`src/hdl/conv_macros.svh`:
```
`ifndef CONV_MACROS_SVH
`define CONV_MACROS_SVH

// Width of one pixel or coefficient word
`define BIT_LENGTH 8

// Multiply-accumulate lanes, one per kernel column
`define LANE_COUNT 3

// Rows walked per run
`define NUM_LOOP 3

// Input FIFO entries
`define FIFO_DEPTH 16

// Lane sums and the final result
`define ACC_LENGTH 20

`endif

```
`src/hdl/convDataPkg.sv`:
```
`include "conv_macros.svh"

package convDataPkg;

    // Pixel and coefficient words are signed
    typedef logic signed [`BIT_LENGTH-1:0] dataWord;

    // Full-precision product of two data words
    typedef logic signed [2*`BIT_LENGTH-1:0] productWord;

    // Lane sums and the reduced result
    typedef logic signed [`ACC_LENGTH-1:0] accWord;

    // Selects one of the lanes
    typedef logic [$clog2(`LANE_COUNT)-1:0] laneIndex;

endpackage

```
`src/hdl/convCtrlPkg.sv`:
```
package convCtrlPkg;

    // Controller phases
    typedef enum logic [2:0] {
        PhIdle,
        PhRead,
        PhMultiply,
        PhAdd,
        PhReady
    } convPhase;

    // Operation the controller requests from the lanes
    typedef enum logic [1:0] {
        OpNone,
        OpClear,
        OpMac
    } laneOp;

endpackage

```
`src/hdl/sampleFifo.sv`:
```
`timescale 1ns/1ps
`include "conv_macros.svh"

module sampleFifo (
    input  logic                 Clk,
    input  logic                 Rst,
    input  logic                 wrEn,
    input  convDataPkg::dataWord wrData,
    input  logic                 rdEn,
    output convDataPkg::dataWord rdData,
    output logic                 full,
    output logic                 empty
);
    import convDataPkg::*;

    localparam int AddrWidth = $clog2(`FIFO_DEPTH);
    localparam logic [AddrWidth-1:0] LastAddr = AddrWidth'(`FIFO_DEPTH - 1);
    localparam logic [AddrWidth:0] DepthCount = (AddrWidth + 1)'(`FIFO_DEPTH);

    dataWord mem [`FIFO_DEPTH];

    logic [AddrWidth-1:0] wrPtr;
    logic [AddrWidth-1:0] rdPtr;
    logic [AddrWidth:0]   count;
    logic                 doWrite;
    logic                 doRead;

    assign full  = (count == DepthCount);
    assign empty = (count == '0);

    // Writes while full and reads while empty are dropped
    assign doWrite = wrEn && !full;
    assign doRead  = rdEn && !empty;

    // Head word falls through to the output
    assign rdData = mem[rdPtr];

    always_ff @(posedge Clk) begin
        if (doWrite) begin
            mem[wrPtr] <= wrData;
        end
    end

    always_ff @(posedge Clk or posedge Rst) begin
        if (Rst) begin
            wrPtr <= '0;
            rdPtr <= '0;
            count <= '0;
        end else begin
            if (doWrite) begin
                wrPtr <= (wrPtr == LastAddr) ? '0 : wrPtr + 1'b1;
            end
            if (doRead) begin
                rdPtr <= (rdPtr == LastAddr) ? '0 : rdPtr + 1'b1;
            end
            case ({doWrite, doRead})
                2'b10:   count <= count + 1'b1;
                2'b01:   count <= count - 1'b1;
                default: count <= count;
            endcase
        end
    end

    // Occupancy stays within the buffer
    assert property (@(posedge Clk) disable iff (Rst) count <= DepthCount);

endmodule

```
`src/hdl/convController.sv`:
```
`timescale 1ns/1ps
`include "conv_macros.svh"

module convController (
    input  logic                  Clk,
    input  logic                  Rst,
    input  logic                  start,
    input  logic                  keepKernel,
    output logic                  fifoRd,
    input  logic                  fifoEmpty,
    input  convDataPkg::dataWord  fifoData,
    output logic                  loadPixel,
    output logic                  loadCoef,
    output convDataPkg::laneIndex laneSel,
    output convDataPkg::dataWord  operand,
    output convCtrlPkg::laneOp    laneOp,
    output logic                  addEn,
    output convDataPkg::laneIndex addSel,
    output logic                  ready
);
    import convDataPkg::*;
    import convCtrlPkg::*;

    localparam int RowWidth = $clog2(`NUM_LOOP);
    localparam laneIndex LastLane = laneIndex'(`LANE_COUNT - 1);
    localparam logic [RowWidth-1:0] LastRow = RowWidth'(`NUM_LOOP - 1);

    convPhase            phase;
    logic                keepReg;
    logic                toggle;
    laneIndex            lanePtr;
    logic [RowWidth-1:0] rowCnt;
    logic                pairDone;

    // FIFO head is consumed on the edge where fifoRd is high
    assign fifoRd = (phase == PhRead) && !fifoEmpty;

    // Even reads are pixels, odd reads coefficients
    assign loadPixel = fifoRd && !toggle;
    assign loadCoef  = fifoRd && toggle;

    // With a held kernel the pixel alone completes the pair
    assign pairDone = fifoRd && (toggle || keepReg);

    assign laneSel = lanePtr;
    assign operand = fifoData;

    always_ff @(posedge Clk or posedge Rst) begin
        if (Rst) begin
            phase   <= PhIdle;
            keepReg <= 1'b0;
            toggle  <= 1'b0;
            lanePtr <= '0;
            rowCnt  <= '0;
            laneOp  <= OpNone;
            addEn   <= 1'b0;
            addSel  <= '0;
            ready   <= 1'b0;
        end else begin
            case (phase)
                PhIdle, PhReady: begin
                    // A start is only taken when not busy
                    if (start) begin
                        phase   <= PhRead;
                        keepReg <= keepKernel;
                        toggle  <= 1'b0;
                        lanePtr <= '0;
                        rowCnt  <= '0;
                        laneOp  <= OpClear;
                        ready   <= 1'b0;
                    end
                end
                PhRead: begin
                    laneOp <= OpNone;
                    if (fifoRd && !keepReg) begin
                        toggle <= ~toggle;
                    end
                    if (pairDone) begin
                        laneOp <= OpMac;
                        phase  <= PhMultiply;
                    end
                end
                PhMultiply: begin
                    // laneSel still points at the lane being multiplied
                    laneOp <= OpNone;
                    if (lanePtr == LastLane) begin
                        lanePtr <= '0;
                        if (rowCnt == LastRow) begin
                            phase <= PhAdd;
                        end else begin
                            rowCnt <= rowCnt + 1'b1;
                            phase  <= PhRead;
                        end
                    end else begin
                        lanePtr <= lanePtr + 1'b1;
                        phase   <= PhRead;
                    end
                end
                PhAdd: begin
                    // First cycle lets the last lane sum settle
                    if (addEn && addSel == LastLane) begin
                        addEn  <= 1'b0;
                        addSel <= '0;
                        ready  <= 1'b1;
                        phase  <= PhReady;
                    end else begin
                        addEn <= 1'b1;
                        if (addEn) begin
                            addSel <= addSel + 1'b1;
                        end
                    end
                end
                default: phase <= PhIdle;
            endcase
        end
    end

    assert property (@(posedge Clk) disable iff (Rst) fifoRd |-> !fifoEmpty);

    assert property (@(posedge Clk) disable iff (Rst) !(loadPixel && loadCoef));

endmodule

```
`src/hdl/macLanes.sv`:
```
`timescale 1ns/1ps
`include "conv_macros.svh"

module macLanes (
    input  logic                  Clk,
    input  logic                  Rst,
    input  logic                  loadPixel,
    input  logic                  loadCoef,
    input  convDataPkg::laneIndex laneSel,
    input  convDataPkg::dataWord  operand,
    input  convCtrlPkg::laneOp    laneOp,
    output convDataPkg::accWord   laneSums [`LANE_COUNT]
);
    import convDataPkg::*;
    import convCtrlPkg::*;

    dataWord    pixelReg [`LANE_COUNT];
    dataWord    coefReg  [`LANE_COUNT];
    productWord products [`LANE_COUNT];

    // Coefficients stay put between runs for the held-kernel mode
    always_ff @(posedge Clk) begin
        if (loadPixel) begin
            pixelReg[laneSel] <= operand;
        end
        if (loadCoef) begin
            coefReg[laneSel] <= operand;
        end
    end

    always_comb begin
        for (int i = 0; i < `LANE_COUNT; i++) begin
            products[i] = pixelReg[i] * coefReg[i];
        end
    end

    always_ff @(posedge Clk or posedge Rst) begin
        if (Rst) begin
            for (int i = 0; i < `LANE_COUNT; i++) begin
                laneSums[i] <= '0;
            end
        end else begin
            for (int i = 0; i < `LANE_COUNT; i++) begin
                if (laneOp == OpClear) begin
                    laneSums[i] <= '0;
                end else if (laneOp == OpMac && laneSel == laneIndex'(i)) begin
                    // Product is sign extended into the accumulator
                    laneSums[i] <= laneSums[i] + accWord'(products[i]);
                end
            end
        end
    end

    // Multiply only targets an existing lane
    assert property (@(posedge Clk) disable iff (Rst)
        (laneOp == OpMac) |-> (laneSel < laneIndex'(`LANE_COUNT)));

    // Operands are never reloaded during their own multiply
    assert property (@(posedge Clk) disable iff (Rst)
        (laneOp == OpMac) |-> !(loadPixel || loadCoef));

endmodule

```
`src/hdl/sumReducer.sv`:
```
`timescale 1ns/1ps
`include "conv_macros.svh"

module sumReducer (
    input  logic                  Clk,
    input  logic                  Rst,
    input  logic                  clear,
    input  logic                  addEn,
    input  convDataPkg::laneIndex addSel,
    input  convDataPkg::accWord   laneSums [`LANE_COUNT],
    output convDataPkg::accWord   result
);
    import convDataPkg::*;

    accWord selSum;

    assign selSum = laneSums[addSel];

    // Total holds once the add steps are done
    always_ff @(posedge Clk or posedge Rst) begin
        if (Rst) begin
            result <= '0;
        end else if (clear) begin
            result <= '0;
        end else if (addEn) begin
            result <= result + selSum;
        end
    end

    // Clear comes at run start, adds only at the end
    assert property (@(posedge Clk) disable iff (Rst) !(clear && addEn));

    // A selected sum always comes from a real lane
    assert property (@(posedge Clk) disable iff (Rst)
        addEn |-> (addSel < laneIndex'(`LANE_COUNT)));

endmodule

```
`src/hdl/convEngine.sv`:
```
`timescale 1ns/1ps
`include "conv_macros.svh"

module convEngine (
    input  logic                 Clk,
    input  logic                 Rst,
    input  logic                 wrEn,
    input  convDataPkg::dataWord wrData,
    output logic                 full,
    input  logic                 start,
    input  logic                 keepKernel,
    output logic                 ready,
    output convDataPkg::accWord  result
);
    import convDataPkg::*;
    import convCtrlPkg::*;

    // FIFO to controller
    dataWord  fifoData;
    logic     fifoRd;
    logic     fifoEmpty;

    // Controller to lanes
    logic     loadPixel;
    logic     loadCoef;
    laneIndex laneSel;
    dataWord  operand;
    laneOp    laneOpSig;

    // Lanes and controller to reducer
    accWord   laneSums [`LANE_COUNT];
    logic     addEn;
    laneIndex addSel;
    logic     reducerClear;

    // Reducer restarts on the same cycle the lanes clear
    assign reducerClear = (laneOpSig == OpClear);

    sampleFifo u_fifo (
        .Clk    (Clk),
        .Rst    (Rst),
        .wrEn   (wrEn),
        .wrData (wrData),
        .rdEn   (fifoRd),
        .rdData (fifoData),
        .full   (full),
        .empty  (fifoEmpty)
    );

    convController u_ctrl (
        .Clk        (Clk),
        .Rst        (Rst),
        .start      (start),
        .keepKernel (keepKernel),
        .fifoRd     (fifoRd),
        .fifoEmpty  (fifoEmpty),
        .fifoData   (fifoData),
        .loadPixel  (loadPixel),
        .loadCoef   (loadCoef),
        .laneSel    (laneSel),
        .operand    (operand),
        .laneOp     (laneOpSig),
        .addEn      (addEn),
        .addSel     (addSel),
        .ready      (ready)
    );

    macLanes u_lanes (
        .Clk       (Clk),
        .Rst       (Rst),
        .loadPixel (loadPixel),
        .loadCoef  (loadCoef),
        .laneSel   (laneSel),
        .operand   (operand),
        .laneOp    (laneOpSig),
        .laneSums  (laneSums)
    );

    sumReducer u_reducer (
        .Clk      (Clk),
        .Rst      (Rst),
        .clear    (reducerClear),
        .addEn    (addEn),
        .addSel   (addSel),
        .laneSums (laneSums),
        .result   (result)
    );

endmodule

```
`config.mk`:
```
export PLATFORM = sky130hd
export DESIGN_NAME = convEngine
export DESIGN_NICKNAME = d
export VERILOG_FILES = /design/src/hdl/convDataPkg.sv /design/src/hdl/convCtrlPkg.sv /design/src/hdl/sampleFifo.sv /design/src/hdl/convController.sv /design/src/hdl/macLanes.sv /design/src/hdl/sumReducer.sv /design/src/hdl/convEngine.sv
export VERILOG_INCLUDE_DIRS = /design/src /design/src/hdl
export SDC_FILE = /design/constraint.sdc
export NUM_CORES = 1
export LEC_CHECK = 0
export BUFFER_PORTS_ARGS = -buffer_cell sky130_fd_sc_hd__buf_2
export CORE_UTILIZATION = 30
export DETAILED_ROUTE_END_ITERATION = 8
export GPL_TIMING_DRIVEN = 1
export MAX_ROUTING_LAYER = met4
export PLACE_DENSITY = 0.51
export SYNTH_ARGS = -nofsm -noshare
export SYNTH_HDL_FRONTEND = slang
export SYNTH_SLANG_ARGS = --single-unit
```
`constraint.sdc`:
```
create_clock -name Clk -period 14.1 [get_ports Clk]
set_input_delay 2.115 -clock Clk [delete_from_list [all_inputs] [get_ports Clk]]
set_output_delay 2.115 -clock Clk [all_outputs]
set_load 0.05 [all_outputs]
```
==> impl.org <==
** Status
- The run finished with clean final reports.

** STA
- The max-slew violation total from the final report came to 0.
- Setup repair after global routing left no endpoint under its margin.
- At the pin with the least slew margin, the transition time is around 1.1 ns.
- For this run, the top clock speed supported by timing is roughly 0.17 GHz.
- Max-Slew Margin vs Limit :: between 20% and 30%
- Setup total negative slack on the finished layout was measured at 0 ns.
- Final setup margin :: slightly above 8 ns
- Hold Vio Cnt, Final :: 0
- For the final database, setup skew stands at between 0.03 and 0.04 ns.
- Setup violations remaining at the end of the flow were counted as 0.
- The clock period could shrink to 5.83 ns.
- After layout, the worst path uses between 40 and 50% of the clock period.

** Layout
- FF+latch area :: around 0.0080 mm²
- Multi-input combinational cell area :: 0.0134 mm²
- The repair_antennas step left the layout with diodes totalling 0.
- The net count of the finished layout is 2462.
- Share of final-layout standard cells stronger than drive strength 1 :: under 10%
- Relative to the synthesized area, the layout overhead comes to 10.8%.
- Number of inserted filler cells in the final layout :: roughly 7400

** Detailed routing
- Routed via count divided by cell count :: roughly 4.7
- The routed layout has 14145 vias.
- The detail route stage leaves a number of antenna-violating nets equal to 0.
- Dividing the detail-routed wire length by the instance count gives ~17 µm.
- First-pass detailed-route iteration total :: 4
- The detailed router finished its first iteration with 666 violations.
- For this run, design rule violations remaining after detail routing come to 0.
- For this block, the routed nets add up to 51.8 mm of wire.

** CTS
- Clock root buffer :: clkbuf_16
- After clock tree synthesis, the flow added hold-fix buffers numbering 0.
- The clock net in this run drives a total of around 280 sinks.
- Clock input transition at the sequential cells of the worst setup and hold paths :: ~0.070 ns
- TritonCTS clock tree :: yes
- The H-tree generated during clock tree synthesis spans 2 levels.
- Number of gates given a new drive strength after cts :: 0
- Clock tree synthesis inserted a total of 34 buffers.
- The clock passes through at most 3 buffers.
- Once the clock tree was built, the setup fixing pass inserted 0 buffers.
- The clock reaches the later pin of the worst-skew pair after 0.56 ns.

** Flow run
- MaxCap Viol Count :: 0

** Place
- Timing analysis after detailed placement gives a worst setup slack of between 8 and 9 ns.
- Port Buffer Count :: 34
- Once detailed placement completed, the half-perimeter wirelength came to 41.6 mm.
- At the end of routability-driven placement, the weighted congestion stood at 0.834.

** Global routing
- Overall Global Routing Usage :: around 14%
- Gr ovfl total :: 0
- The first global-routing pass estimated 84.4 mm of wire.
- Initial antenna violation count :: 5
- The number of global-route vias before repair came to 14977.
- Entering global routing, the biggest net connects 60 pins.

** Yosys
- Most frequently used flop master after synthesis :: edfxtp_1
- Synthesis handed over a netlist of just under 2000 instances.
- Netlist area before placement :: between 0.02 and 0.025 mm²
- Fraction of synthesis flops using an asynchronous set or reset pin :: 38.0%
- Post-synth cell types :: 63
- For this run, the number of Yosys warnings is 0.
- The number of nets in the synthesized netlist is about 2400.
- Flip-flop and latch count after synthesis :: 284
- Synth Area per Inst :: approximately 11 µm²
- In this run, synthesis inferred 176 flip-flops with an integrated enable.
- Sequential elements use about a third of the synthesized area.

** Floorplan
- Placeable core area :: 0.0747 mm²
- The die is around 280 µm tall.
- Once the floorplan was initialized, standard cells occupied about 30% of the core.
- Placement Rows :: 100
- The die is 277 µm wide.
- The die covers around 0.077 mm².
- 35 I/O pins were placed.

** Worst setup path
- For the worst setup path, the data arrival time is between 6 and 7 ns.
- Cell with the largest stage delay on the worst path :: and2_1
- Type of element launching the critical path :: register
- Worst Setup Path Type :: reg2reg
- Register-to-register setup slack :: 8.27 ns
- Along the worst path, the maximum fanout reaches 13.
- CP Cell Sequence :: and2_1, inv_1, fa_1, inv_1, fa_1, fa_1, fa_1, fa_1, ha_1, a21oi_1, nor2b_1, a31o_1, o221a_2, a211oi_1, a21oi_1, xnor2_1, o21ai_1
- Critical path's largest stage delay :: ~0.7 ns
- Data on the critical path is required at its endpoint by between 10 and 15 ns.
- Nature of the critical path endpoint :: register
- Most frequent cell on the critical path :: fa_1

** Worst hold path
- Path type of the worst min-delay path :: reg2reg
## final cells by class
type,count,share of cell area (%)
clock buffer,38,3.44
clock inverter,23,1.15
inverter,312,4.66
multi-input combinational,1338,53.2
sequential,284,31.7
tap,969,4.81
timing repair buffer,46,1.03
## routing by layer
metal / global-route usage [%] / up-vias / wire length (µm)
li1: - / 6682 / -
met1: 19.8 / 7170 / 25100
met2: 22.1 / 219 / 23500
met3: 1.76 / 74 / 1790
met4: 4.12 / 0 / 1380
met5: - / - / 0
## layout by cell type (no fill, tap or decap), types with 5 or more instances in the layout
cell       netlist  final
nand4_1          6      6
buf_4            0     12
mux2i_1         33     33
clkinv_1         3      8
clkbuf_16        0     34
nor3_1          16     11
clkinv_2         0      7
ha_1           167    167
o21ai_0         78     78
and2_1          99     99
and3_1           7      7
a31oi_1          5      5
xnor2_1         45     45
inv_1          308    307
xor2_1          32     32
nor2_1          86     85
a211oi_1         8      8
edfxtp_1       176    176
a21oi_1         45     45
nand2_1        168    168
o21a_1          13     13
fa_1           266    266
nand3_1         58     58
nor3_2           1      6
o21ai_1         30     30
buf_2            6     34
a21o_1          17     17
dfrtp_1        108    107
bufinv_16        0      5
nand2b_1        18     17
o31ai_1         19     19
mux4_2          40     40
nor2b_1         13     13
o21bai_1         8      8
## through the flow
| stage | utilization, % | area (µm²) | hold WS [ns] | std cells |
|---|---|---|---|---|
| after floorplan | - | 22700 | 0.459 | 1985 |
| after global placement | 32.2 | 24000 | 0.483 | 2949 |
| after detailed placement | 32.2 | 24000 | 0.497 | 2949 |
| after CTS | 33.7 | 25200 | 0.508 | 3010 |
| after global routing | 33.7 | 25200 | 0.553 | 3010 |
| final | 33.7 | 25200 | 0.508 | 3010 |
## registers in the layout, summed over array words and instances (netlist names), 3 cells and up
signal	cells
u_fifo.mem	128
u_lanes.coefReg	24
u_fifo.rdPtr	4
u_lanes.pixelReg	24
u_ctrl.phase	3
u_reducer.result	20
u_fifo.wrPtr	4
u_lanes.laneSums	60
u_fifo.count	5
## worst max-delay path, delay by kind of cell, from the launching register on
family,cells,cell delay [ns]
adder cells (fa/ha/maj),6,2.80
XOR/XNOR,1,0.19
flip-flops,1,0.50
AO/OA/AOI/OAI,6,1.22
AND/OR/NAND/NOR,2,0.76
buffers and inverters,2,0.18
## kinds of logic after synthesis
| family | after synthesis | share of synthesized area (%) |
|---|---|---|
| mux | 74 | 5.47 |
| flops | 284 | 35.1 |
| compound gates | 265 | 7.41 |
| fa+ha+maj | 433 | 32.6 |
| xor+xnor | 77 | 2.97 |
| simple gates | 489 | 10.4 |
| buf+inv | 363 | 6.03 |
## Yosys cell counts, types with 3 or more instances
cell	instances	share of area, %
a21boi_1	3	0.099
dfrtp_1	108	12
nor2_1	86	1.4
or3_1	4	0.11
and3_1	7	0.19
clkbuf_1	37	0.61
o21ai_2	3	0.12
o211ai_1	4	0.13
a21o_1	17	0.56
xnor2_1	45	1.7
a31o_1	4	0.15
clkinv_1	3	0.050
buf_2	6	0.13
mux4_2	40	4.0
ha_1	167	9.2
nor2b_1	13	0.36
xor2_1	32	1.2
a31oi_1	5	0.14
and2_1	99	2.7
edfxtp_1	176	23
a22o_1	4	0.15
o21ai_1	30	0.66
a211oi_1	8	0.26
a21oi_1	45	0.99
nor3_1	16	0.35
inv_1	308	5.1
fa_1	266	23
nand3_1	58	1.3
o21bai_1	8	0.26
a211o_1	3	0.12
nand2b_1	18	0.50
o21ai_0	78	1.7
o21a_1	13	0.43
nor4_1	3	0.083
buf_1	8	0.13
nand4_1	6	0.17
o31ai_1	19	0.63
nand2_1	168	2.8
mux2i_1	33	1.5
nand4b_1	3	0.12
## final timing paths
kind | start | to | depth (start not counted)
setup reg to reg | u_lanes.coefReg[2][0]$_DFFE_PP_ | u_lanes.laneSums[19]$_DFFE_PP0P_ | 17
setup / recovery | u_lanes.coefReg[2][0]$_DFFE_PP_ | u_lanes.laneSums[19]$_DFFE_PP0P_ | 17
max in group asynchronous | Rst | u_fifo.rdPtr[0]$_DFFE_PP0P_ | 3
hold / removal | u_ctrl.rowCnt[0]$_DFFE_PP0P_ | u_ctrl.rowCnt[0]$_DFFE_PP0P_ | 1
min in group asynchronous | Rst | u_lanes.laneSums[11]$_DFFE_PP0P_ | 2
hold reg to reg | u_ctrl.rowCnt[0]$_DFFE_PP0P_ | u_ctrl.rowCnt[0]$_DFFE_PP0P_ | 1
Power is not shown: default switching activity piles up to over one toggle a cycle in this logic, so the estimate is an artifact.
